==> src/common/cpu_settings.svh <==
`ifndef CPU_SETTINGS_SVH
`define CPU_SETTINGS_SVH

// datapath
`define DATA_WIDTH      32
`define ADDR_WIDTH      30      // word address, byte address >> 2
`define GPR_NUM         32
`define REG_IDX_WIDTH   5
`define SPM_DEPTH       1024    // words

// instruction fields
`define OP_WIDTH        6
`define IMM_WIDTH       16
`define OP_LSB          26
`define RD_LSB          21
`define RA_LSB          16
`define RB_LSB          11

// opcodes
`define OP_NOP          6'h00
`define OP_ADD          6'h01   // rd = ra + rb
`define OP_SUB          6'h02
`define OP_AND          6'h03
`define OP_OR           6'h04
`define OP_XOR          6'h05
`define OP_SHL          6'h06   // rd = ra << rb[4:0]
`define OP_ADDI         6'h07   // rd = ra + sext(imm)
`define OP_LOAD         6'h08   // rd = mem[ra + sext(imm)]
`define OP_STORE        6'h09   // mem[ra + sext(imm)] = rd
`define OP_BEQ          6'h0a   // if (ra == rd) pc = pc + 1 + sext(imm)
`define OP_JMP          6'h0b   // pc = pc + 1 + sext(imm)

`endif
==> src/common/cpu_pkg.sv <==
`include "cpu_settings.svh"

`default_nettype none

package cpu_pkg;

    typedef logic [`DATA_WIDTH-1:0]    word_t;
    typedef logic [`ADDR_WIDTH-1:0]    waddr_t;
    typedef logic [`DATA_WIDTH-1:0]    insn_t;
    typedef logic [`REG_IDX_WIDTH-1:0] reg_idx_t;

    typedef enum logic [2:0] {
        ALU_ADD  = 3'd0,
        ALU_SUB  = 3'd1,
        ALU_AND  = 3'd2,
        ALU_OR   = 3'd3,
        ALU_XOR  = 3'd4,
        ALU_SHL  = 3'd5,
        ALU_THRU = 3'd6     // pass alu_in_0
    } alu_op_e;

    typedef enum logic [1:0] {
        MEM_NONE  = 2'd0,
        MEM_LOAD  = 2'd1,
        MEM_STORE = 2'd2
    } mem_op_e;

    // decode -> execute
    typedef struct packed {
        logic     valid;
        logic     gpr_we;
        reg_idx_t dst;
        alu_op_e  alu_op;
        word_t    alu_in_0;
        word_t    alu_in_1;
        mem_op_e  mem_op;
        word_t    store_data;
    } id_ctrl_t;

    typedef struct packed {
        logic   as_;        // active low strobe
        logic   rw;         // 1 = write
        waddr_t addr;
        word_t  wr_data;
    } spm_req_t;

    typedef struct packed {
        logic     we;
        reg_idx_t addr;
        word_t    data;
    } wb_t;

endpackage

`default_nettype wire

==> src/design/if_stage.sv <==
`default_nettype none

module if_stage (
    input  logic            clk,
    input  logic            rst_n,
    input  logic            cpu_en,
    input  logic            br_taken,
    input  cpu_pkg::waddr_t br_addr,
    input  cpu_pkg::insn_t  fetch_insn,
    output cpu_pkg::waddr_t pc,
    output cpu_pkg::waddr_t if_pc,
    output cpu_pkg::insn_t  if_insn,
    output logic            if_valid
);

    always_ff @(posedge clk) begin
        if (!rst_n) begin
            pc       <= '0;
            if_valid <= 1'b0;
        end else if (cpu_en) begin
            if (br_taken) begin
                pc <= br_addr;
            end else begin
                pc <= pc + cpu_pkg::waddr_t'(1);
            end
            if_valid <= !br_taken;  // squash the slot fetched alongside a taken branch
        end
    end

    // instruction register, no reset needed
    always_ff @(posedge clk) begin
        if (cpu_en) begin
            if_pc   <= pc;
            if_insn <= fetch_insn;
        end
    end

endmodule

`default_nettype wire

==> config.mk <==
export PLATFORM = sky130hd
export DESIGN_NAME = if_stage
export DESIGN_NICKNAME = d
export VERILOG_FILES = /design/src/common/cpu_pkg.sv /design/src/design/if_stage.sv
export VERILOG_INCLUDE_DIRS = /design/src /design/src/common
export SDC_FILE = /design/constraint.sdc
export NUM_CORES = 1
export LEC_CHECK = 0
export BUFFER_PORTS_ARGS = -buffer_cell sky130_fd_sc_hd__buf_2
export CAP_MARGIN = 0
export CORE_MARGIN = 2
export CORE_UTILIZATION = 30
export CTS_CLUSTER_SIZE = 28
export DETAILED_ROUTE_END_ITERATION = 12
export PLACE_DENSITY = 0.63
export RECOVER_POWER = 100
export SYNTH_ARGS = -nofsm -noshare
export SYNTH_HDL_FRONTEND = slang
export SYNTH_SLANG_ARGS = --single-unit
==> constraint.sdc <==
create_clock -name clk -period 6 [get_ports clk]
set_clock_uncertainty 0.1 [all_clocks]
set_input_delay 0 -clock clk [delete_from_list [all_inputs] [get_ports clk]]
set_output_delay 0 -clock clk [all_outputs]
set_load 0.1 [all_outputs]
==> qor.csv <==
metric;value;unit
Cell variety after synth;50;
Inserted Clock Buffers;9;
# Max-Cap Violations;0;
worst skew pair latency;0.35;ns
most frequent cell after synthesis;edfxtp_1;
drt via density;4.97;
EDFF count, synth;62;
gr usage total;16.5;%
Wirelength per Cell;16.2;um
die area;0.0140;mm^2
CP arrival;3.46;ns
DRT iter0 DRCs;286;
Mapped Area;0.00392;mm^2
sequential share of the synthesized area;63.3;%
area grow syn2layout;45.2;%
leading area contributor after synthesis;edfxtp_1;
worst r2r path cells;7;
placed inst area;0.00486;mm^2
setup TNS;0;ns
Final setup viols;0;
crit path time final;3.26;ns
largest net degree at the start of global routing;78;
most common flop cell mapped by yosys;edfxtp_1;
clock root buffer;clkbuf_16;
number of cells upsized or downsized after cts;0;
clk sink count;93;
final wirelength;11800;um
# port buffers;158;
Least-Margin Pin Slew;1.22;ns
unrepaired setup endpoints after global routing;no;
Clock Tree Buf Depth;2;
Pleak;2.13;nW
Initial Util;30.9;%
final period utilization;54.4;%
Die Wd;118;um
maximum VDD drop;0.161;mV
CP startpoint kind;input port;
proportion of layout cells with a drive suffix above 1;15.5;%
max-slew violations;0;
status;finished, final reports clean;
Slew headroom;18.8;%
DR DRC count;0;
Via Count;3644;
Gate Count Post-Synth;336;
leading cell types by count after synthesis;edfxtp_1, nor2_1, dfxtp_1, nand2_1, o21ai_0;
Final Net Count;623;
vias in the first global route;3484;
Worst setup EP type;register;
ANT cells;0;
ranking of synthesized cells by area;edfxtp_1, dfxtp_1, o21ai_0;
Pre-Repair DR Iteration Count;4;
CTS tree;done;
die height;118;um
flops & latches, synth;93;
final instance area;0.00569;mm^2
CTS H-tree lvls;3;
Hold Path Class;in2reg;
Avg Synthesized Cell Area;11.7;um^2
ys async rst share;0;%
antenna violations before repair;0;
IO Pins;159;
first-pass GRT wire length;18100;um
dpl hpwl;7820;um
hold depth;2;
Clk pin slew, worst setup/hold paths;0.06;ns
GRT overflow;0;
GPL Wtd Cong;0.845;
syn_nets;403;
Post-DRT Antenna Nets;0;
Synth Warn #;0;
critical path class;in2reg;
area share of the largest cell type after synthesis;47.5;%
Core ar.;0.0127;mm^2
Fin. Hold Viols;0;
pwr dens;315;mW/mm^2
CP Max Fanout;77;
Fmax;306;MHz
# rows;41;
Req. time, crit path;6.19;ns
registers in the layout, summed over array words and instances (netlist names):
| register | count |
|---|---|
| if_insn | 32 |
| if_pc | 30 |
| if_valid | 1 |
| pc | 30 |
kinds of logic (layout without fill, tap and decap cells):
kind of cell	after synthesis	after routing	synth area share, %
simple gates	114	114	15.4
compound gates	94	94	15.8
flops	93	93	63.3
buf+inv	24	249	2.52
mux	10	10	2.62
fa+ha+maj	1	1	0.319
report_power, final:
part           total, mW  switching, mW  leakage, nW  internal, mW
clock              0.559          0.238        0.139         0.321
combinational      0.470          0.388         1.11        0.0823
sequential         0.766         0.0346        0.876         0.731
metrics by stage:
step	hold WS [ns]	utilization (%)	setup WS [ns]	power, mW	instances
after floorplan	-0.00113	-	3.33	1.13	336
after global placement	0.0769	38.4	3.88	1.22	649
after detailed placement	0.0781	38.4	3.78	1.23	649
after CTS	0.250	46.0	3.37	1.82	733
after global routing	0.257	44.9	2.56	1.85	733
final	0.262	44.9	2.74	1.79	733
cell usage in the layout, fill, tap and decap left out, types with 14 or more instances in the layout:
cell type and count:
nand3_1 14, a21oi_1 19, buf_2 61, nand2_1 30
o21ai_0 26, clkbuf_1 99, edfxtp_1 62, nor2_1 32
dlygate4sd3_1 68, dfxtp_1 31
area by class of cell:
cell class | instances | area (um^2)
fillers | 1238 | 6980
flip-flops and latches | 93 | 2480
repair buffers | 228 | 1370
inverters | 5 | 18.8
clock inverters | 5 | 51.3
multi-input cells | 219 | 1330
clock buffers | 11 | 233
well taps | 172 | 215
timing repair:
| item | 4_1_cts | 5_1_grt |
|---|---|---|
| buffers inserted | 0 | 0 |
| endpoints found under the hold margin | 68 | 0 |
| hold buffers | 68 | 0 |
layer usage:
layer	part of all wire, %	track usage (%)	up-vias	wire, um
met5	0	0	-	0
met4	1.5	6.33	0	182
met3	7.2	4.78	12	855
met2	47	26.9	145	5580
met1	44	20.5	1755	5230
li1	-	-	1732	-
worst max-delay path: stages:
cell and delay, ns:
dlygate4sd3_1 0.54, clkbuf_1 0.81, buf_4 0.86, nand2_1 0.35, o22ai_1 0.28, dlygate4sd3_1 0.57
path summary, 6_finish.rpt:
kind                   from          end  slack [ns]
max                  cpu_en       pc[16]        2.74
min          fetch_insn[15]  if_insn[15]        0.26
max reg2reg           pc[0]       pc[18]        3.32
min reg2reg        if_valid     if_valid        0.43
Power figures use the tool's default switching activity.
