<file path="src/common/cpu_settings.svh">
`ifndef CPU_SETTINGS_SVH
`define CPU_SETTINGS_SVH

// datapath
`define DATA_WIDTH      32
`define ADDR_WIDTH      30      // word address, byte address >> 2
`define GPR_NUM         32
`define REG_IDX_WIDTH   5
`define SPM_DEPTH       1024    // words

// instruction fields
`define OP_WIDTH        6
`define IMM_WIDTH       16
`define OP_LSB          26
`define RD_LSB          21
`define RA_LSB          16
`define RB_LSB          11

// opcodes
`define OP_NOP          6'h00
`define OP_ADD          6'h01   // rd = ra + rb
`define OP_SUB          6'h02
`define OP_AND          6'h03
`define OP_OR           6'h04
`define OP_XOR          6'h05
`define OP_SHL          6'h06   // rd = ra << rb[4:0]
`define OP_ADDI         6'h07   // rd = ra + sext(imm)
`define OP_LOAD         6'h08   // rd = mem[ra + sext(imm)]
`define OP_STORE        6'h09   // mem[ra + sext(imm)] = rd
`define OP_BEQ          6'h0a   // if (ra == rd) pc = pc + 1 + sext(imm)
`define OP_JMP          6'h0b   // pc = pc + 1 + sext(imm)

`endif
</file>
<file path="src/common/cpu_pkg.sv">
`include "cpu_settings.svh"

`default_nettype none

package cpu_pkg;

    typedef logic [`DATA_WIDTH-1:0]    word_t;
    typedef logic [`ADDR_WIDTH-1:0]    waddr_t;
    typedef logic [`DATA_WIDTH-1:0]    insn_t;
    typedef logic [`REG_IDX_WIDTH-1:0] reg_idx_t;

    typedef enum logic [2:0] {
        ALU_ADD  = 3'd0,
        ALU_SUB  = 3'd1,
        ALU_AND  = 3'd2,
        ALU_OR   = 3'd3,
        ALU_XOR  = 3'd4,
        ALU_SHL  = 3'd5,
        ALU_THRU = 3'd6     // pass alu_in_0
    } alu_op_e;

    typedef enum logic [1:0] {
        MEM_NONE  = 2'd0,
        MEM_LOAD  = 2'd1,
        MEM_STORE = 2'd2
    } mem_op_e;

    // decode -> execute
    typedef struct packed {
        logic     valid;
        logic     gpr_we;
        reg_idx_t dst;
        alu_op_e  alu_op;
        word_t    alu_in_0;
        word_t    alu_in_1;
        mem_op_e  mem_op;
        word_t    store_data;
    } id_ctrl_t;

    typedef struct packed {
        logic   as_;        // active low strobe
        logic   rw;         // 1 = write
        waddr_t addr;
        word_t  wr_data;
    } spm_req_t;

    typedef struct packed {
        logic     we;
        reg_idx_t addr;
        word_t    data;
    } wb_t;

endpackage

`default_nettype wire

</file>
<file path="src/design/gpr.sv">
`include "cpu_settings.svh"

`default_nettype none

module gpr (
    input  logic              clk,
    input  logic              rst_n,
    input  cpu_pkg::wb_t      wb,
    input  cpu_pkg::reg_idx_t rd_addr_0,
    input  cpu_pkg::reg_idx_t rd_addr_1,
    output cpu_pkg::word_t    rd_data_0,
    output cpu_pkg::word_t    rd_data_1
);

    cpu_pkg::word_t regs [`GPR_NUM];

    always_ff @(posedge clk) begin
        if (!rst_n) begin
            for (int i = 0; i < `GPR_NUM; i++) begin
                regs[i] <= '0;
            end
        end else if (wb.we && wb.addr != '0) begin  // r0 stays zero
            regs[wb.addr] <= wb.data;
        end
    end

    assign rd_data_0 = (rd_addr_0 == '0) ? '0 : regs[rd_addr_0];
    assign rd_data_1 = (rd_addr_1 == '0) ? '0 : regs[rd_addr_1];

endmodule

`default_nettype wire

</file>
<file path="config.mk">
export PLATFORM = sky130hd
export DESIGN_NAME = gpr
export DESIGN_NICKNAME = d
export VERILOG_FILES = /design/src/common/cpu_pkg.sv /design/src/design/gpr.sv
export VERILOG_INCLUDE_DIRS = /design/src /design/src/common
export SDC_FILE = /design/constraint.sdc
export NUM_CORES = 2
export LEC_CHECK = 0
export BUFFER_PORTS_ARGS = -buffer_cell sky130_fd_sc_hd__buf_2
export CAP_MARGIN = 20
export CORE_UTILIZATION = 57
export DETAILED_ROUTE_END_ITERATION = 8
export GPL_ROUTABILITY_DRIVEN = 0
export PLACE_DENSITY = 0.76
export SLEW_MARGIN = 0
export SYNTH_ARGS = -nofsm -noshare
export SYNTH_HDL_FRONTEND = slang
export SYNTH_SLANG_ARGS = --single-unit
</file>
<file path="constraint.sdc">
create_clock -name clk -period 3.5 [get_ports clk]
set_input_delay 0.175 -clock clk [delete_from_list [all_inputs] [get_ports clk]]
set_output_delay 0.175 -clock clk [all_outputs]
set_load 0.01 [all_outputs]
</file>
==> flow_summary.toml <==
[run_status]
run_status = "complete, no violations"

[clocking]
holdBufCountCts = 0
cts_sinks = 1024
cts_buffers = 102
cts.repair.resized = 0
root_buffer = "clkbuf_16"
clockBufferDepth = 3
cts_tree = "yes"
cts_setup_buffers = 0
cts.clk_slew.worst_paths_ns = 0.06
htree_num_levels = 3

[drt]
drtIter0Drc = 5731
wl_per_cell_um = 35.9
drt-total-wl_mm = 175
viasPerCell = 7.28
routed-via-count = 35600
ant_nets = 0
drt_first_pass_iters = 6
drc = 0

[power_and_ir_drop]
power_mw = 29.3
leakagePower_nw = 20.8
max-vdd-ir-drop_mv = 0.549
powerDensity_mw_per_mm2 = 486

[synthesis]
yosysTopAreaCell = "edfxtp_1"
ys_ff_latch = 1024
syn-cell-area_mm2 = 0.0542
ys_async_sr_fraction_pct = 0
synthCells = 3509
synth_area_leaders = "edfxtp_1 (57%), mux4_2 (20%), and2_1 (11%), mux2i_1 (2.8%), clkbuf_1 (1.9%)"
yosysTopAreaCellShare_pct = 56.7
yosys_warnings = 0
synth_edf_count = 1024
seq_area_frac_synth_pct = 56.7
ys_types = 41
syn_avg_cell_area_um2 = 15.4
synth_ff_type = "edfxtp_1"

[grt]
grtUsageMet3_pct = 10.7
grt_pass1_vias = 35400
busiest_layer = "met2"
grt_util_all_layers_pct = 36.6
met2_usage_pct = 55.9
antenna_found_initial = 17
grt_overflow = 0
grt_start_max_net_pins = 59
grt_pass1_wl_mm = 247
met1_usage_pct = 46.6

[floorplanning]
initial_utilization_pct = 57.8
die_y_um = 310
coreArea_mm2 = 0.0937
io_pins = 114
die_w_um = 310
num_rows = 112
die-area_mm2 = 0.0963

[final_layout]
fin_cells = 4890
nets = 3596
drive_above_1_share_pct = 28.0
largest_reg_flops = 1024
max_flop_register = "regs"
area_growth_pct = 11.3
largestRegisters = "regs: 1024 flops"
final_area_mm2 = 0.0603
utilization_pct = 64.4

[worst_setup_path]
cp_data_arrival_time_ns = 3.30
path_common_cell = "buf_4"
worstPathMaxFanout = 2
worstPathRequired_ns = 3.32
cp-start-kind = "flip-flop"
max_stage_delay_ns = 0.82
end_kind = "output port"
crit_chain = "mux4_2 -> a22o_1 -> a2111oi_0 -> buf_4 -> nor3_1 -> buf_4 -> buf_2"
cpMaxStageDelayCell = "a2111oi_0"
critPathKind = "flip-flop to output port"

[place]
placedCellCount = 4695
dpl.hpwl_mm = 103
post-place-ws_ns = 0.405
portBuffers = 113
placed_area_mm2 = 0.0570

[timing]
period_share_pct = 99.3
relSlewSlack_pct = 22.4
drv_slew = 0
setup_tns_ns = 0
report.final.setup_viol = 0
finalCriticalPeriod_ns = 3.48
max_freq_mhz = 288
rsz0062_at_grt = "false"
fin_ws_ns = 0.0249
finalHoldViolCount = 0
worstMarginPinSlew_ns = 1.16
hold-worst-slack_ns = 0.0848

[hold_path]
hold_path_end = "regs[10][13]"
hold_path.class = "input port to flip-flop"
worstHoldPathCells = 2
min_from = "wb[13]"

[job]
maxCapViolCount = 0
## power breakdown
group	switching, mW	leakage, nW	internal, mW	total (mW)
Combinational	2.09	9.46	1.54	3.63
Clock	4.84	1.60	6.26	11.1
Sequential	0.388	9.75	14.2	14.6
Total	7.31	20.8	22.0	29.3
## how the worst max path moves through the flow
stage	from	end	slack, ns	cells after the start
2_1_floorplan	rst_n	regs[24][0]	-0.21	5
3_3_place_gp	rd_addr_1[0]	rd_data_1[3]	0.47	8
3_5_place_dp	rd_addr_1[0]	rd_data_1[3]	0.40	8
4_1_cts	regs[10][19]	rd_data_1[19]	0.06	7
5_1_grt	regs[14][19]	rd_data_1[19]	0.02	7
6_report	regs[10][19]	rd_data_1[19]	0.02	7
## placed cells by master (no fill, tap or decap), drive strengths merged, types with 29 or more instances in the layout
master   count
a2111oi     29
a211oi      34
a22o        51
and2       996
buf        290
clkbuf     113
clkinv      51
conb        32
edfxtp    1024
mux2        30
mux2i      154
mux4       470
nor2        36
nor3        54
o21ai       33
o22ai       79
## synth_stat cells, types with 6 or more instances
master,number
a211oi_1,34
o21ai_0,33
a2111oi_1,12
mux2_2,30
mux2i_1,154
a21oi_1,10
buf_4,37
and2_1,996
nor2_1,36
nand2b_1,6
a22oi_1,18
buf_2,49
o221ai_1,27
nor4_1,8
edfxtp_1,1024
nand2_1,9
o22ai_1,79
nor2b_1,15
mux4_2,470
clkbuf_1,275
buf_1,8
nor3_1,54
a22o_1,51
buf_6,19
a2111oi_0,17
## cell type report
type	instances	area, um2
sequential	1024	30700
inverter	2	7.51
antenna	3	7.51
fill	6470	33400
clock inverter	78	717
timing repair buffer	290	2430
clock buffer	113	2620
multi-input combinational	2126	22200
tap	1254	1570
## cells by family after synthesis
kind of cell           after synthesis  synth area share [%]
AOI/OAI and AO/OA                  291                  3.96
buffers and inverters              390                  3.33
DFF                               1024                  56.7
muxes                              654                  23.0
other                                1               0.00692
and+or+nand+nor                   1149                  13.0
## layer usage
layer,share of wire (%),wire (um),up-vias
met2,46,80600,3274
met3,14,24600,703
met1,33,58100,17900
li1,-,-,13700
met4,6.8,11900,18
met5,0.072,126,-
## worst max-delay path: cells and delay by family, from the launching register on
family                 cells  cell delay, ns
AO/OA/AOI/OAI              2            1.11
buffers and inverters      3            0.56
multiplexers               1            0.48
flip-flops                 1            0.40
AND/OR/NAND/NOR            1            0.05
No activity file was read; power rests on OpenSTA's default activity.
