**src/common/cpu_settings.svh**
```systemverilog
`ifndef CPU_SETTINGS_SVH
`define CPU_SETTINGS_SVH

// datapath
`define DATA_WIDTH      32
`define ADDR_WIDTH      30      // word address, byte address >> 2
`define GPR_NUM         32
`define REG_IDX_WIDTH   5
`define SPM_DEPTH       1024    // words

// instruction fields
`define OP_WIDTH        6
`define IMM_WIDTH       16
`define OP_LSB          26
`define RD_LSB          21
`define RA_LSB          16
`define RB_LSB          11

// opcodes
`define OP_NOP          6'h00
`define OP_ADD          6'h01   // rd = ra + rb
`define OP_SUB          6'h02
`define OP_AND          6'h03
`define OP_OR           6'h04
`define OP_XOR          6'h05
`define OP_SHL          6'h06   // rd = ra << rb[4:0]
`define OP_ADDI         6'h07   // rd = ra + sext(imm)
`define OP_LOAD         6'h08   // rd = mem[ra + sext(imm)]
`define OP_STORE        6'h09   // mem[ra + sext(imm)] = rd
`define OP_BEQ          6'h0a   // if (ra == rd) pc = pc + 1 + sext(imm)
`define OP_JMP          6'h0b   // pc = pc + 1 + sext(imm)

`endif
```
**src/common/cpu_pkg.sv**
```systemverilog
`include "cpu_settings.svh"

`default_nettype none

package cpu_pkg;

    typedef logic [`DATA_WIDTH-1:0]    word_t;
    typedef logic [`ADDR_WIDTH-1:0]    waddr_t;
    typedef logic [`DATA_WIDTH-1:0]    insn_t;
    typedef logic [`REG_IDX_WIDTH-1:0] reg_idx_t;

    typedef enum logic [2:0] {
        ALU_ADD  = 3'd0,
        ALU_SUB  = 3'd1,
        ALU_AND  = 3'd2,
        ALU_OR   = 3'd3,
        ALU_XOR  = 3'd4,
        ALU_SHL  = 3'd5,
        ALU_THRU = 3'd6     // pass alu_in_0
    } alu_op_e;

    typedef enum logic [1:0] {
        MEM_NONE  = 2'd0,
        MEM_LOAD  = 2'd1,
        MEM_STORE = 2'd2
    } mem_op_e;

    // decode -> execute
    typedef struct packed {
        logic     valid;
        logic     gpr_we;
        reg_idx_t dst;
        alu_op_e  alu_op;
        word_t    alu_in_0;
        word_t    alu_in_1;
        mem_op_e  mem_op;
        word_t    store_data;
    } id_ctrl_t;

    typedef struct packed {
        logic   as_;        // active low strobe
        logic   rw;         // 1 = write
        waddr_t addr;
        word_t  wr_data;
    } spm_req_t;

    typedef struct packed {
        logic     we;
        reg_idx_t addr;
        word_t    data;
    } wb_t;

endpackage

`default_nettype wire

```
**src/design/id_reg.sv**
```systemverilog
`default_nettype none

module id_reg (
    input  logic              clk,
    input  logic              rst_n,
    input  logic              cpu_en,
    input  cpu_pkg::id_ctrl_t id_in,
    output cpu_pkg::id_ctrl_t id_out
);

    // control bits cleared on reset, operands just follow
    always_ff @(posedge clk) begin
        if (!rst_n) begin
            id_out.valid  <= 1'b0;
            id_out.gpr_we <= 1'b0;
            id_out.mem_op <= cpu_pkg::MEM_NONE;
        end else if (cpu_en) begin
            id_out <= id_in;
        end
    end

endmodule

`default_nettype wire

```
**config.mk**
```make
export PLATFORM = sky130hd
export DESIGN_NAME = id_reg
export DESIGN_NICKNAME = d
export VERILOG_FILES = /design/src/common/cpu_pkg.sv /design/src/design/id_reg.sv
export VERILOG_INCLUDE_DIRS = /design/src /design/src/common
export SDC_FILE = /design/constraint.sdc
export NUM_CORES = 1
export LEC_CHECK = 0
export ABC_AREA = 1
export ABC_CLOCK_PERIOD_IN_PS = 4250
export BUFFER_PORTS_ARGS = -buffer_cell sky130_fd_sc_hd__buf_2
export CORE_ASPECT_RATIO = 0.6
export CORE_MARGIN = 8
export CORE_UTILIZATION = 41
export DETAILED_ROUTE_END_ITERATION = 7
export PLACE_DENSITY_LB_ADDON = 0.3
export SLEW_MARGIN = 20
export SYNTH_ARGS = -nofsm -noshare
export SYNTH_HDL_FRONTEND = slang
export SYNTH_SLANG_ARGS = --single-unit
```
**constraint.sdc**
```tcl
create_clock -name clk -period 4.25 [get_ports clk]
set_input_delay 0.6375 -clock clk [delete_from_list [all_inputs] [get_ports clk]]
set_output_delay 0.6375 -clock clk [all_outputs]
set_load 0.01 [all_outputs]
```
==> run metrics, run 1 <==
status=finished clean; Nets=472; # diodes=0; clock-pin slew on the worst setup and hold paths=0.07 ns; Filler cells=roughly 620; worst r2r path cells=2; Placement Setup Slack=around 1.9 ns; Seq/Total Area, Yosys=a little over nine tenths; Yosys top cell area share=between 90 and 100%; skew final=0 ns; DRC Markers=0; clk_lat worst skew=between 0.3 and 0.4 ns; Synthesis Warnings=0; CP arrival=1.95 ns; Comb pwr share=8.5%; syn_nets=approximately 240; Post-CTS Setup Repair Bufs=0; Layout area overhead=45.4%; core area=slightly below 8000 um2; Syn Area/Cell=approximately 25 um2; CP Max Fanout=63; Vias=about 2000; Num CTS Buffers=9; hold buffers post-CTS=0; internal power=1.73 mW; RR Startpoint=id_out[33]; synth unique cells=8; Switching Fraction=21.4%; layout cells sized above 1=65.3%; number of buffers added on ports=between 200 and 250; overall routing resource usage=14.6%; grt ovf=0; Slew HR=between 40% and 50%; CTS max path bufs=2; DRT iter0 DRCs=136; Synth area leaders=edfxtp_1 94%, dfxtp_1 2.4%, nor2_1 0.79%, nand2_1 0.68%, inv_1 0.57%; worst slew pin tran=between 0.7 and 0.8 ns; height of the die=about 86 um; unrepaired setup endpoints after global routing=no; row count=25; routed length per placed instance=18.0 um; GPL Wtd Cong=0.700; Leakage=between 2 and 2.5 nW; Cell Pwr Density=between 400 and 500 nW/um2; Clk pwr share=approximately a third; WL final=~8500 um; vias in the first global route=between 2000 and 2500; I/O pin count=approximately 220; total iterations of the first detailed-routing run=4; Flop pwr share=a little under three fifths; final setup margin=roughly 2.3 ns; Max Cap Violations=0; Max rail drop VDD=0.300 mV; Worst setup endpoint=id_out[2]; Worst Setup SP=cpu_en; initial antenna violation count=0; Slew Viols, Final=0; top flop regs=id_out: 108 flops; Fmax=between 500 and 600 MHz; Reg-to-Reg End=id_out[33]; FF-to-FF setup slack=between 3 and 4 ns; DP HPWL=roughly 6700 um; CTS Sinks=about 110; Crit. End Element=register; leading area contributor after synthesis=edfxtp_1; Worst setup SP type=primary input; endpoints failing hold=0; setup TNS=0 ns; Synth Register Bits=approximately 110; # setup viols final=0; Root Buffer=clkbuf_16; number of H-tree levels=3; Synth Instances=131; most frequent cells in the layout=218 x buf_2, 104 x edfxtp_1, 9 x clkbuf_16, 7 x nor2_1, 6 x nand2_1; Die W=132 um; largest register by flop count=id_out; FF+latch area=roughly 3200 um2; starting density of the core=a little over two fifths; Tcrit/Tclk final=a little under half; Die Footprint=approximately 11000 um2; Hold Path Class=in2reg; Syn Std Cell Area=~3300 um2; Resized Gates After CTS=0; Crit Path Category=in2reg; first-pass GRT wire length=12600 um; Routed Antenna Nets=0; Power Total=about 2.2 mW; largest net degree at the start of global routing=64; Min-Delay Path Depth=1; min Tclk post-route=1.94 ns; DR vias/cell=4.24; switching power=~0.47 mW; leading cell type in the layout, fill and taps excluded=buf_2; Worst EP required=4.27 ns; TritonCTS clock tree=done; area of the multi-input gates=~74 um2; max reg flops=108
==> power groups by stage <==
| stage | clock, mW | sequential (mW) | combinational [mW] |
|---|---|---|---|
| after floorplan | 0 | 1.33 | 0.0210 |
| after global placement | 0 | 1.28 | 0.189 |
| after detailed placement | 0 | 1.29 | 0.191 |
| after CTS | 0.768 | 1.26 | 0.191 |
| after global routing | 0.797 | 1.27 | 0.203 |
| final | 0.748 | 1.26 | 0.186 |
==> layout make-up <==
cell class | count | share of cell area (%)
timing repair buffer | 220 | 23.0
multi-input combinational | 17 | 1.53
tap | 108 | 2.81
inverter | 5 | 0.442
clock inverter | 5 | 0.780
sequential | 108 | 66.6
clock buffer | 11 | 4.84
==> cells by family after synthesis <==
kind of cell,count (synthesis),share of synthesized area [%]
buffers and inverters,6,0.908
DFF,108,96.9
and+or+nand+nor,17,2.23
==> Yosys cell counts <==
library cell,n
buf_6,1
dfxtp_1,4
edfxtp_1,104
inv_1,5
nand2_1,6
nand2_2,3
nor2_1,7
nor2_2,1
==> through the flow <==
step | instance area, um2 | utilization [%] | instances | hold slack (ns)
global placement | 4540 | 57.8 | 458 | 0.468
floorplan | 3310 | - | 131 | 0.492
detailed placement | 4540 | 57.8 | 458 | 0.475
finish | 4810 | 61.3 | 474 | 0.473
CTS | 4810 | 61.3 | 474 | 0.460
global route | 4810 | 61.3 | 474 | 0.458
==> critical path, cell delays in order <==
cell	delay, ns
buf_2	0.18
nand2_1	0.12
inv_4	0.57
buf_4	0.40
==> metal layers <==
metal  up-vias  global-route usage [%]  share of wire [%]
met2       147                    23.4                 47
li1        958                       -                  -
met5         -                       0                  0
met1       903                    14.9                 37
met4         0                    3.42               0.42
met3         4                    11.3                 16
==> how the worst min path moves through the flow <==
stage                 from  slack (ns)           to
3_5_place_dp    id_out[32]        0.48   id_out[32]
4_1_cts          id_in[20]        0.46   id_out[20]
5_1_grt          id_in[73]        0.46   id_out[73]
2_1_floorplan  id_out[106]        0.49  id_out[106]
3_3_place_gp   id_out[106]        0.47  id_out[106]
6_report         id_in[77]        0.47   id_out[77]
(Power assumes the default switching activity.)
==> run 2: changes to the inputs <==
--- a/config.mk
+++ b/config.mk
@@ -7,7 +7,7 @@
 export NUM_CORES = 1
 export LEC_CHECK = 0
 export ABC_AREA = 1
-export ABC_CLOCK_PERIOD_IN_PS = 4250
+export ABC_CLOCK_PERIOD_IN_PS = 1900
 export BUFFER_PORTS_ARGS = -buffer_cell sky130_fd_sc_hd__buf_2
 export CORE_ASPECT_RATIO = 0.6
 export CORE_MARGIN = 8
==> constraint.sdc (replaced) <==
create_clock -name clk -period 1.9 [get_ports clk]
set_input_delay 0.285 -clock clk [delete_from_list [all_inputs] [get_ports clk]]
set_output_delay 0.285 -clock clk [all_outputs]
set_load 0.01 [all_outputs]
==> run metrics, run 2 (same netlist as run 1, synthesis figures left out) <==
TritonCTS clock tree=done; status=finished clean; Placement Setup Slack=approximately 0.60 ns; number of H-tree levels=3; DP HPWL=between 7000 and 8000 um; FF+latch area=approximately 3200 um2; worst hold slack=~0.12 ns; Max Cap Violations=0; first-pass GRT wire length=about 13000 um; endpoints failing hold=0; grt ovf=0; leading cell type in the layout, fill and taps excluded=buf_2; clk_lat worst skew=approximately 0.33 ns; Tcrit/Tclk final=around three fifths; Routed Antenna Nets=0; Max rail drop VDD=about 0.65 mV; largest net degree at the start of global routing=54; area of the multi-input gates=a little over 80 um2; Filler cells=610; Die W=between 100 and 150 um; layout cells sized above 1=between 60 and 70%; WL final=between 8000 and 9000 um; final setup margin=0.735 ns; CTS max path bufs=2; clock-pin slew on the worst setup and hold paths=0.07 ns; DRT iter0 DRCs=around 120; CTS Sinks=roughly 110; Slew HR=between 80% and 90%; Power Total=5.18 mW; worst slew pin tran=~0.27 ns; row count=25; CP delay by family, top=flip-flops; Post-CTS Setup Repair Bufs=0; setup TNS=0 ns; number of buffers added on ports=around 220; Crit Path Category=reg2out; I/O pin count=around 220; Crit. End Element=primary output; Hold Path Class=in2reg; min Tclk post-route=approximately 1.2 ns; WP buf/inv=1; vias in the first global route=2264; unrepaired setup endpoints after global routing=no; Crit-path slowest cell=edfxtp_1; Cell Pwr Density=~1100 nW/um2; CP arrival=a little under 0.9 ns; DP Cell Count=458; overall routing resource usage=between 10% and 20%; max reg flops=around 110; DR vias/cell=~4.3; core area=roughly 8000 um2; Nets=roughly 470; Die Footprint=about 11000 um2; Final Instance Count excl. Fillers=between 400 and 500; routed length per placed instance=approximately 19 um; Resized Gates After CTS=0; top flop regs=id_out: 108 flops; hold buffers post-CTS=0; initial antenna violation count=0; Fmax=between 800 and 900 MHz; Layout area overhead=47.7%; # diodes=0; Slew Viols, Final=0; total iterations of the first detailed-routing run=4; height of the die=between 80 and 90 um; most frequent cells in the layout=218 x buf_2, 104 x edfxtp_1, 9 x clkbuf_16, 7 x nor2_1, 5 x nand2_1; # setup viols final=0; largest register by flop count=id_out; DRC Markers=0; Num CTS Buffers=9; Leakage=roughly 2.1 nW; Worst EP required=1.62 ns; starting density of the core=42.1%; skew final=0 ns; CP Max Fanout=1; Worst setup SP type=register; GPL Wtd Cong=around 0.75; Root Buffer=clkbuf_16; CP cell instances=buf_2; Vias=roughly 2000; max incr delay on CP=between 0.3 and 0.4 ns
-- run 2: final cells by class --
| type | instances | share of cell area, % |
|---|---|---|
| clock buffer | 12 | 4.84 |
| clock inverter | 4 | 1.56 |
| inverter | 5 | 0.461 |
| multi-input combinational | 17 | 1.66 |
| sequential | 108 | 65.6 |
| tap | 108 | 2.77 |
| timing repair buffer | 220 | 23.1 |
-- run 2: power breakdown --
part	switching, mW	internal (mW)	leakage [nW]
registers	0.0389	2.79	1.01
clock network	0.767	1.16	0.147
logic	0.235	0.192	0.946
total	1.04	4.14	2.10
-- run 2: routing by layer --
| layer | track usage, % | wire [um] | up-vias |
|---|---|---|---|
| met5 | 0 | 0 | - |
| li1 | - | - | 961 |
| met3 | 10.3 | 1230 | 10 |
| met2 | 25.9 | 4330 | 132 |
| met4 | 4.66 | 93 | 0 |
| met1 | 14.9 | 3140 | 943 |
-- run 2: path summary, 6_finish.rpt --
kind | slack [ns] | cells after the start | startpoint | endpoint
setup / recovery | 0.73 | 1 | id_out[89] | id_out[89]
hold / removal | 0.12 | 1 | id_in[5] | id_out[5]
setup reg to reg | 1.27 | 2 | id_out[33] | id_out[33]
hold reg to reg | 0.48 | 2 | id_out[107] | id_out[107]
-- run 2: stage by stage --
step	instance area, um2	util (%)
2_1_floorplan	3330	-
3_3_place_gp	4570	58.2
3_5_place_dp	4570	58.2
4_1_cts	4890	62.2
5_1_grt	4890	62.2
6_report	4890	62.2
