$ cat src/common/cpu_settings.svh
`ifndef CPU_SETTINGS_SVH
`define CPU_SETTINGS_SVH

// datapath
`define DATA_WIDTH      32
`define ADDR_WIDTH      30      // word address, byte address >> 2
`define GPR_NUM         32
`define REG_IDX_WIDTH   5
`define SPM_DEPTH       1024    // words

// instruction fields
`define OP_WIDTH        6
`define IMM_WIDTH       16
`define OP_LSB          26
`define RD_LSB          21
`define RA_LSB          16
`define RB_LSB          11

// opcodes
`define OP_NOP          6'h00
`define OP_ADD          6'h01   // rd = ra + rb
`define OP_SUB          6'h02
`define OP_AND          6'h03
`define OP_OR           6'h04
`define OP_XOR          6'h05
`define OP_SHL          6'h06   // rd = ra << rb[4:0]
`define OP_ADDI         6'h07   // rd = ra + sext(imm)
`define OP_LOAD         6'h08   // rd = mem[ra + sext(imm)]
`define OP_STORE        6'h09   // mem[ra + sext(imm)] = rd
`define OP_BEQ          6'h0a   // if (ra == rd) pc = pc + 1 + sext(imm)
`define OP_JMP          6'h0b   // pc = pc + 1 + sext(imm)

`endif
$ cat src/common/cpu_pkg.sv
`include "cpu_settings.svh"

`default_nettype none

package cpu_pkg;

    typedef logic [`DATA_WIDTH-1:0]    word_t;
    typedef logic [`ADDR_WIDTH-1:0]    waddr_t;
    typedef logic [`DATA_WIDTH-1:0]    insn_t;
    typedef logic [`REG_IDX_WIDTH-1:0] reg_idx_t;

    typedef enum logic [2:0] {
        ALU_ADD  = 3'd0,
        ALU_SUB  = 3'd1,
        ALU_AND  = 3'd2,
        ALU_OR   = 3'd3,
        ALU_XOR  = 3'd4,
        ALU_SHL  = 3'd5,
        ALU_THRU = 3'd6     // pass alu_in_0
    } alu_op_e;

    typedef enum logic [1:0] {
        MEM_NONE  = 2'd0,
        MEM_LOAD  = 2'd1,
        MEM_STORE = 2'd2
    } mem_op_e;

    // decode -> execute
    typedef struct packed {
        logic     valid;
        logic     gpr_we;
        reg_idx_t dst;
        alu_op_e  alu_op;
        word_t    alu_in_0;
        word_t    alu_in_1;
        mem_op_e  mem_op;
        word_t    store_data;
    } id_ctrl_t;

    typedef struct packed {
        logic   as_;        // active low strobe
        logic   rw;         // 1 = write
        waddr_t addr;
        word_t  wr_data;
    } spm_req_t;

    typedef struct packed {
        logic     we;
        reg_idx_t addr;
        word_t    data;
    } wb_t;

endpackage

`default_nettype wire

$ cat src/design/decoder.sv
`include "cpu_settings.svh"

`default_nettype none

module decoder (
    input  cpu_pkg::insn_t    if_insn,
    input  cpu_pkg::waddr_t   if_pc,
    input  logic              if_valid,
    output cpu_pkg::reg_idx_t gpr_rd_addr_0,
    output cpu_pkg::reg_idx_t gpr_rd_addr_1,
    input  cpu_pkg::word_t    gpr_rd_data_0,
    input  cpu_pkg::word_t    gpr_rd_data_1,
    input  cpu_pkg::wb_t      wb,
    output logic              br_taken,
    output cpu_pkg::waddr_t   br_addr,
    output cpu_pkg::id_ctrl_t id_ctrl
);

    logic [`OP_WIDTH-1:0]  op;
    cpu_pkg::reg_idx_t     rd;
    cpu_pkg::reg_idx_t     ra;
    cpu_pkg::reg_idx_t     rb;
    logic [`IMM_WIDTH-1:0] imm;
    cpu_pkg::word_t        imm_sext;
    cpu_pkg::word_t        ra_data;
    cpu_pkg::word_t        rs_data;
    cpu_pkg::alu_op_e      rr_alu_op;

    assign op  = if_insn[`OP_LSB +: `OP_WIDTH];
    assign rd  = if_insn[`RD_LSB +: `REG_IDX_WIDTH];
    assign ra  = if_insn[`RA_LSB +: `REG_IDX_WIDTH];
    assign rb  = if_insn[`RB_LSB +: `REG_IDX_WIDTH];
    assign imm = if_insn[`IMM_WIDTH-1:0];

    assign imm_sext = {{(`DATA_WIDTH - `IMM_WIDTH){imm[`IMM_WIDTH-1]}}, imm};

    // port 1 reads rd for store data and the beq compare
    assign gpr_rd_addr_0 = ra;
    assign gpr_rd_addr_1 = (op == `OP_STORE || op == `OP_BEQ) ? rd : rb;

    // bypass from the instruction in execute
    assign ra_data = (wb.we && wb.addr == gpr_rd_addr_0 && gpr_rd_addr_0 != '0) ?
                     wb.data : gpr_rd_data_0;
    assign rs_data = (wb.we && wb.addr == gpr_rd_addr_1 && gpr_rd_addr_1 != '0) ?
                     wb.data : gpr_rd_data_1;

    assign br_addr = if_pc + cpu_pkg::waddr_t'(1) + imm_sext[`ADDR_WIDTH-1:0];

    always_comb begin
        case (op)
            `OP_SUB: rr_alu_op = cpu_pkg::ALU_SUB;
            `OP_AND: rr_alu_op = cpu_pkg::ALU_AND;
            `OP_OR:  rr_alu_op = cpu_pkg::ALU_OR;
            `OP_XOR: rr_alu_op = cpu_pkg::ALU_XOR;
            `OP_SHL: rr_alu_op = cpu_pkg::ALU_SHL;
            default: rr_alu_op = cpu_pkg::ALU_ADD;
        endcase
    end

    always_comb begin
        br_taken            = 1'b0;
        id_ctrl             = '0;
        id_ctrl.valid       = if_valid;
        id_ctrl.dst         = rd;
        id_ctrl.alu_op      = cpu_pkg::ALU_THRU;
        id_ctrl.alu_in_0    = ra_data;
        id_ctrl.alu_in_1    = rs_data;
        id_ctrl.mem_op      = cpu_pkg::MEM_NONE;
        id_ctrl.store_data  = rs_data;
        if (if_valid) begin
            case (op)
                `OP_ADD, `OP_SUB, `OP_AND, `OP_OR, `OP_XOR, `OP_SHL: begin
                    id_ctrl.alu_op = rr_alu_op;
                    id_ctrl.gpr_we = 1'b1;
                end
                `OP_ADDI: begin
                    id_ctrl.alu_op   = cpu_pkg::ALU_ADD;
                    id_ctrl.alu_in_1 = imm_sext;
                    id_ctrl.gpr_we   = 1'b1;
                end
                `OP_LOAD: begin
                    id_ctrl.alu_op   = cpu_pkg::ALU_ADD;   // byte address
                    id_ctrl.alu_in_1 = imm_sext;
                    id_ctrl.gpr_we   = 1'b1;
                    id_ctrl.mem_op   = cpu_pkg::MEM_LOAD;
                end
                `OP_STORE: begin
                    id_ctrl.alu_op   = cpu_pkg::ALU_ADD;
                    id_ctrl.alu_in_1 = imm_sext;
                    id_ctrl.mem_op   = cpu_pkg::MEM_STORE;
                end
                `OP_BEQ: br_taken = (ra_data == rs_data);
                `OP_JMP: br_taken = 1'b1;
                default: ;  // nop, unknown opcodes fall here too
            endcase
        end
    end

endmodule

`default_nettype wire

$ cat config.mk
export PLATFORM = sky130hd
export DESIGN_NAME = decoder
export DESIGN_NICKNAME = d
export VERILOG_FILES = /design/src/common/cpu_pkg.sv /design/src/design/decoder.sv
export VERILOG_INCLUDE_DIRS = /design/src /design/src/common
export SDC_FILE = /design/constraint.sdc
export NUM_CORES = 1
export LEC_CHECK = 0
export BUFFER_PORTS_ARGS = -buffer_cell sky130_fd_sc_hd__buf_2
export CAP_MARGIN = 20
export CORE_AREA = 3 3 119 121
export DETAILED_ROUTE_END_ITERATION = 10
export DIE_AREA = 0 0 122 124
export PLACE_DENSITY = 0.68
export SLEW_MARGIN = 5
export SYNTH_ARGS = -nofsm -noshare
export SYNTH_HDL_FRONTEND = slang
export SYNTH_SLANG_ARGS = --single-unit
$ cat constraint.sdc
create_clock -name vclk -period 8
set_input_delay 1.6 -clock vclk [all_inputs]
set_output_delay 1.6 -clock vclk [all_outputs]
set_load 0.005 [all_outputs]
==> PnR_summary.wiki, run 1 <==
{| class="wikitable"
! Metric !! Value
|-
| Run status || completed
|-
| Worst path arrival time || between 5000 and 6000 ps
|-
| Synth Area per Inst || 7.74 sq um
|-
| Cell internal pwr || roughly 0.00017 W
|-
| Post-CTS setup buffers || 0
|-
| Detailed router's first-iteration violation count || roughly 260
|-
| Final cell count without fillers || 921
|-
| Placed cell areas || 5180 sq um
|-
| IO buf count || 314
|-
| Slew Limit Fails || 0
|-
| Syn_nets || 649
|-
| Global-route wire length before repair || 23800 microns
|-
| Total net switching power || 0.000177 W
|-
| Part of the total power dissipated in the clock network || 0%
|-
| Congestion Overflow GR || 0
|-
| # fillers || roughly 1400
|-
| Worst slack at placement || 1000 ps
|-
| Leakage power of the design || about 2.7 nW
|-
| Number of global-route vias before repair || about 4300
|-
| Post-detailed-route DRC marker count || 0
|-
| Worst-case headroom to the max-slew limit || between 30% and 40%
|-
| Total via count in the routed design || 4544
|-
| Die Outline Area || around 15000 sq um
|-
| Horiz. Die Dim || roughly 120 microns
|-
| Total wirelength of the detailed-routed design || about 17000 microns
|-
| Ranking of synthesized cells by instance count || 51 x sky130_fd_sc_hd__mux2_2, 45 x sky130_fd_sc_hd__a21oi_1, 39 x sky130_fd_sc_hd__xnor2_1, 30 x sky130_fd_sc_hd__inv_1, 29 x sky130_fd_sc_hd__ha_1
|-
| Biggest area consumer among synthesized cells || sky130_fd_sc_hd__mux2_2
|-
| Max-Cap Viols || 0
|-
| Count of cell types in the netlist || 58
|-
| Cell row count || 42
|-
| Fin worst setup slack || 908 ps
|-
| Worst VDD drop || about 31 uV
|-
| Worst Path Max Fanout || 18
|-
| Chip height || 124 microns
|-
| Fraction of power consumed by combinational cells || between 90% and 100%
|-
| Worst min path class || in -> out
|-
| Length of the first detailed-routing pass in iterations || 4
|-
| Share of final-layout standard cells stronger than drive strength 1 || 53.8%
|-
| Ranking of synthesized cells by area || sky130_fd_sc_hd__mux2_2 16%, sky130_fd_sc_hd__ha_1 10%, sky130_fd_sc_hd__xnor2_1 9.7%
|-
| Setup TNS Final || 0 ps
|-
| Hold violation total from the final report || 0
|-
| Worst slew pin tran || 907 ps
|-
| Global placement routability congestion || around 0.94
|-
| Final setup violation count || 0
|-
| Largest net degree at the start of global routing || 36
|-
| Endpoint required time on the critical path || roughly 6400 ps
|-
| Switching share of total power || roughly half
|-
| Synthesis Warnings || 0
|-
| Area of the core || approximately 13000 sq um
|-
| Initial standard-cell utilization of the core || 26.6%
|-
| Fin crit share || 88.7%
|-
| Total inserted antenna cells || 0
|-
| RSZ-0062 raised after global routing || false
|-
| Nets@finish || 942
|-
| Number of cells after detailed placement || 921
|-
| Crit path launch type || input port
|-
| Core occupancy in the finished layout || 39.3%
|-
| Most repeated cell in the gate-level netlist after synthesis || sky130_fd_sc_hd__mux2_2
|-
| Initial antenna violation count || 0
|-
| Hold bufs inserted after CTS || 0
|-
| Top-area cell type share of the netlist area || between 10% and 20%
|-
| Final HPWL DP || roughly 15000 microns
|-
| Drt wl/cell || 18.5 microns
|-
| Vias per inst || 4.93
|-
| Antenna Violating Nets Remaining || 0
|-
| Final-layout clock buffer total || 0
|-
| Syn Std Cell Area || 3510 sq um
|-
| Maximum achievable frequency || roughly 0.14 GHz
|-
| Layout-stage area growth over the synthesis result || 47.6%
|-
| Quantity of gates resized following cts || 0
|-
| Portion of the post-synthesis area used by sequential elements || 0%
|-
| I/O Pins || 314
|-
| Number of sequential cells || 0
|-
| Post-Synthesis Cells || 454
|-
| Finished layout cell area || approximately 5200 sq um
|-
| Proportion of power drawn by flip-flops and latches || 0%
|-
| Sort of element at the end of the critical path || output pin
|-
| Sequential cell area in the final layout || 0 sq um
|-
| Critical path class || in -> out
|-
| Post-layout minimum cycle time || just over 7000 ps
|-
| Power per cell area || 67.1 nW/um^2
|-
| GRT Util Overall || approximately 20%
|}
logic make-up after synthesis:
kind of cell / synth area share, %
AND/OR/NAND/NOR: 14.6
buffers and inverters: 8.34
adder cells (fa/ha/maj): 10.9
multiplexers: 28.9
AO/OA/AOI/OAI: 20.8
XOR/XNOR: 16.5
final timing paths:
check | to | from | depth (start not counted) | slack (ps)
hold / removal | gpr_rd_addr_0[3] | if_insn[19] | 2 | 3390
setup / recovery | br_taken | if_insn[28] | 13 | 910
power by group through the flow:
stage	clock, W	sequential [W]	combinational (W)
2_1_floorplan	0	0	0.000191
3_3_place_gp	0	0	0.000347
3_5_place_dp	0	0	0.000347
4_1_cts	0	0	0.000349
5_1_grt	0	0	0.000382
6_report	0	0	0.000348
metal layers:
metal	up-vias	routed length [microns]	global-route usage, %
li1	2237	-	-
met1	2052	7050	25.5
met2	237	8260	36.2
met3	18	1420	3.72
met4	0	272	2.80
met5	-	0	0
final cells by class:
cell class,count,area (sq um),share of cell area (%)
inverter,33,124,2.39
multi-input combinational,394,3240,62.5
tap,176,220,4.25
timing repair buffer,318,1600,30.9
layout by cell type (no fill, tap or decap), drive strengths merged, types with 2 or more instances in the layout:
master and instances:
a211oi 3, a21o 16, a21oi 45, a31o 5, a31oi 4, and2 3
and3 4, buf 318, ha 29, inv 33, mux2 65, mux2i 18
nand2 14, nand2b 5, nand3 11, nand4 2, nor2 23, nor2b 5
nor3 8, nor3b 2, nor4 14, o211ai 2, o21a 2, o21ai 23
o21bai 3, or2 4, xnor2 39, xor2 27
stage by stage:
stage	total power, W	hold slack, ps
after CTS	0.000349	3400
after floorplan	0.000191	3280
final	0.000348	3390
after detailed placement	0.000347	3390
after global placement	0.000347	3390
after global routing	0.000382	3400
worst max-delay path, cell delays in order:
cell and delay, ps:
sky130_fd_sc_hd__buf_2 150, sky130_fd_sc_hd__nand2b_4 160, sky130_fd_sc_hd__or4_1 630, sky130_fd_sc_hd__a2111oi_0 480, sky130_fd_sc_hd__o21ai_1 160, sky130_fd_sc_hd__nor2_4 610, sky130_fd_sc_hd__buf_4 350, sky130_fd_sc_hd__mux2i_1 350
sky130_fd_sc_hd__xnor2_1 120, sky130_fd_sc_hd__nor4_1 380, sky130_fd_sc_hd__nand4_1 200, sky130_fd_sc_hd__o21ai_1 170, sky130_fd_sc_hd__buf_2 130
(Power assumes the default switching activity.)
==> run 2: changes to the inputs <==
PLACE_DENSITY = 0.7   (was 0.68)
clock period = 6 ns   (was 8 ns; I/O delays follow)
==> PnR_summary.wiki, run 2 (synthesis gave the netlist of run 1 again) <==
{| class="wikitable"
! Metric !! Value
|-
| Run status || completed
|-
| Fraction of power consumed by combinational cells || 100.0%
|-
| Worst slew pin tran || 776 ps
|-
| Antenna Violating Nets Remaining || 0
|-
| Area of the core || around 13000 sq um
|-
| Post-CTS setup buffers || 0
|-
| Sort of element at the end of the critical path || output pin
|-
| Total inserted antenna cells || 0
|-
| Delay of the slowest critical-path stage || 510 ps
|-
| Highest layer used for signal routing || met5
|-
| Number of global-route vias before repair || around 4500
|-
| Most common cell after layout, fill and taps aside || sky130_fd_sc_hd__buf_2
|-
| Maximum achievable frequency || 0.178 GHz
|-
| Number of sequential cells || 0
|-
| Crit path cell chain || buf_2 > nand2b_4 > or4_1 > buf_4 > mux2_4 > o221ai_2 > nor2_4 > buf_12 > buf_4 > mux2_4 > xor2_1 > nor4_1 > nand4_1 > o21ai_1 > buf_2
|-
| Worst Path Max Fanout || 12
|-
| GRT Util Overall || 19.8%
|-
| Total wirelength of the detailed-routed design || 16700 microns
|-
| Sequential cell area in the final layout || 0 sq um
|-
| Routed length on met3 || 1230 microns
|-
| Detailed router's first-iteration violation count || 247
|-
| Final-layout clock buffer total || 0
|-
| RSZ-0062 raised after global routing || false
|-
| Total net switching power || 0.000236 W
|-
| Initial antenna violation count || 1
|-
| Cell internal pwr || 0.000231 W
|-
| IO buf count || 314
|-
| Drt wl/cell || approximately 18 microns
|-
| Part of the total power dissipated in the clock network || 0%
|-
| Share of final-layout standard cells stronger than drive strength 1 || 55.0%
|-
| Worst-case headroom to the max-slew limit || 48.2%
|-
| Worst min path class || in -> out
|-
| Horiz. Die Dim || between 100 and 150 microns
|-
| Post-layout minimum cycle time || between 5000 and 6000 ps
|-
| Proportion of power drawn by flip-flops and latches || 0%
|-
| Cell row count || between 40 and 50
|-
| Worst VDD drop || 42.1 uV
|-
| Endpoint required time on the critical path || approximately 4800 ps
|-
| Total length of routed met2 wires || 8290 microns
|-
| Largest net degree at the start of global routing || 30
|-
| Chip height || between 100 and 150 microns
|-
| Global placement routability congestion || 0.898
|-
| Slew Limit Fails || 0
|-
| Quantity of gates resized following cts || 0
|-
| Die Outline Area || 15100 sq um
|-
| Final HPWL DP || roughly 15000 microns
|-
| Fin crit share || 93.7%
|-
| Hold violation total from the final report || 0
|-
| Vias per inst || a little under 5
|-
| Initial standard-cell utilization of the core || 26.6%
|-
| Layout-stage area growth over the synthesis result || 52.0%
|-
| Power per cell area || ~88 nW/um^2
|-
| Slowest cell on crit path || sky130_fd_sc_hd__or4_1
|-
| I/O Pins || roughly 310
|-
| Hold bufs inserted after CTS || 0
|-
| Post-detailed-route DRC marker count || 0
|-
| Total via count in the routed design || 4561
|-
| Global-route wire length before repair || ~24000 microns
|-
| Commonest cells after routing, fill and taps aside || 314 x sky130_fd_sc_hd__buf_2, 51 x sky130_fd_sc_hd__mux2_2, 45 x sky130_fd_sc_hd__a21oi_1
|-
| Critical path class || in -> out
|-
| Wl on met1 || 6980 microns
|-
| Crit path launch type || input port
|-
| Congestion Overflow GR || 0
|-
| Worst path arrival time || roughly 4400 ps
|-
| Switching share of total power || 50.6%
|-
| Total power of the final layout || between 0.0004 and 0.0005 W
|-
| Leakage power of the design || between 2 and 3 nW
|-
| Final setup violation count || 0
|-
| Nets@finish || between 900 and 1000
|-
| Max-Cap Viols || 0
|-
| Setup TNS Final || 0 ps
|-
| Length of the first detailed-routing pass in iterations || 4
|}
run 2: cell types whose count changed in the layout (fill, tap and decap cells not counted), sizes merged:
cell  change
buf      +19
run 2: layout make-up:
type | instances | area (sq um)
well taps | 176 | 220
inverters | 33 | 124
multi-input cells | 394 | 3240
fillers | 1408 | 7850
repair buffers | 337 | 1760
run 2: power by group through the flow:
stage | registers, W | logic, W | clock network (W)
floorplan | 0 | 0.000255 | 0
global route | 0 | 0.000513 | 0
finish | 0 | 0.000467 | 0
detailed placement | 0 | 0.000465 | 0
CTS | 0 | 0.000468 | 0
global placement | 0 | 0.000465 | 0
run 2: final timing paths:
check | start | endpoint | cells after the start
worst max-delay path | if_insn[28] | br_taken | 15
worst min-delay path | if_insn[18] | gpr_rd_addr_0[2] | 2
run 2: layer usage:
layer  vias up  GRT usage [%]
met5         -              0
met4         2           2.24
met3        18           2.95
met2       191           36.9
met1      2084           24.9
li1       2266              -
run 2: critical path, delay by kind of cell:
kind	cells	cell delay, ps
and+or+nand+nor	5	1290
buffers and inverters	5	770
muxes	2	610
AOI/OAI and AO/OA	2	390
xor gates and xnor gates	1	160
run 2: per-stage QoR:
| stage | worst slack, ps | instance area (sq um) | utilization, % | instances | hold WS [ps] |
|---|---|---|---|---|---|
| after floorplan | 763 | 3510 | - | 454 | 2480 |
| after global routing | 99.3 | 5340 | 40.5 | 940 | 2610 |
| final | 375 | 5340 | 40.5 | 940 | 2590 |
| after global placement | 274 | 5280 | 40.0 | 934 | 2590 |
| after CTS | 155 | 5280 | 40.0 | 934 | 2590 |
| after detailed placement | 169 | 5280 | 40.0 | 934 | 2590 |
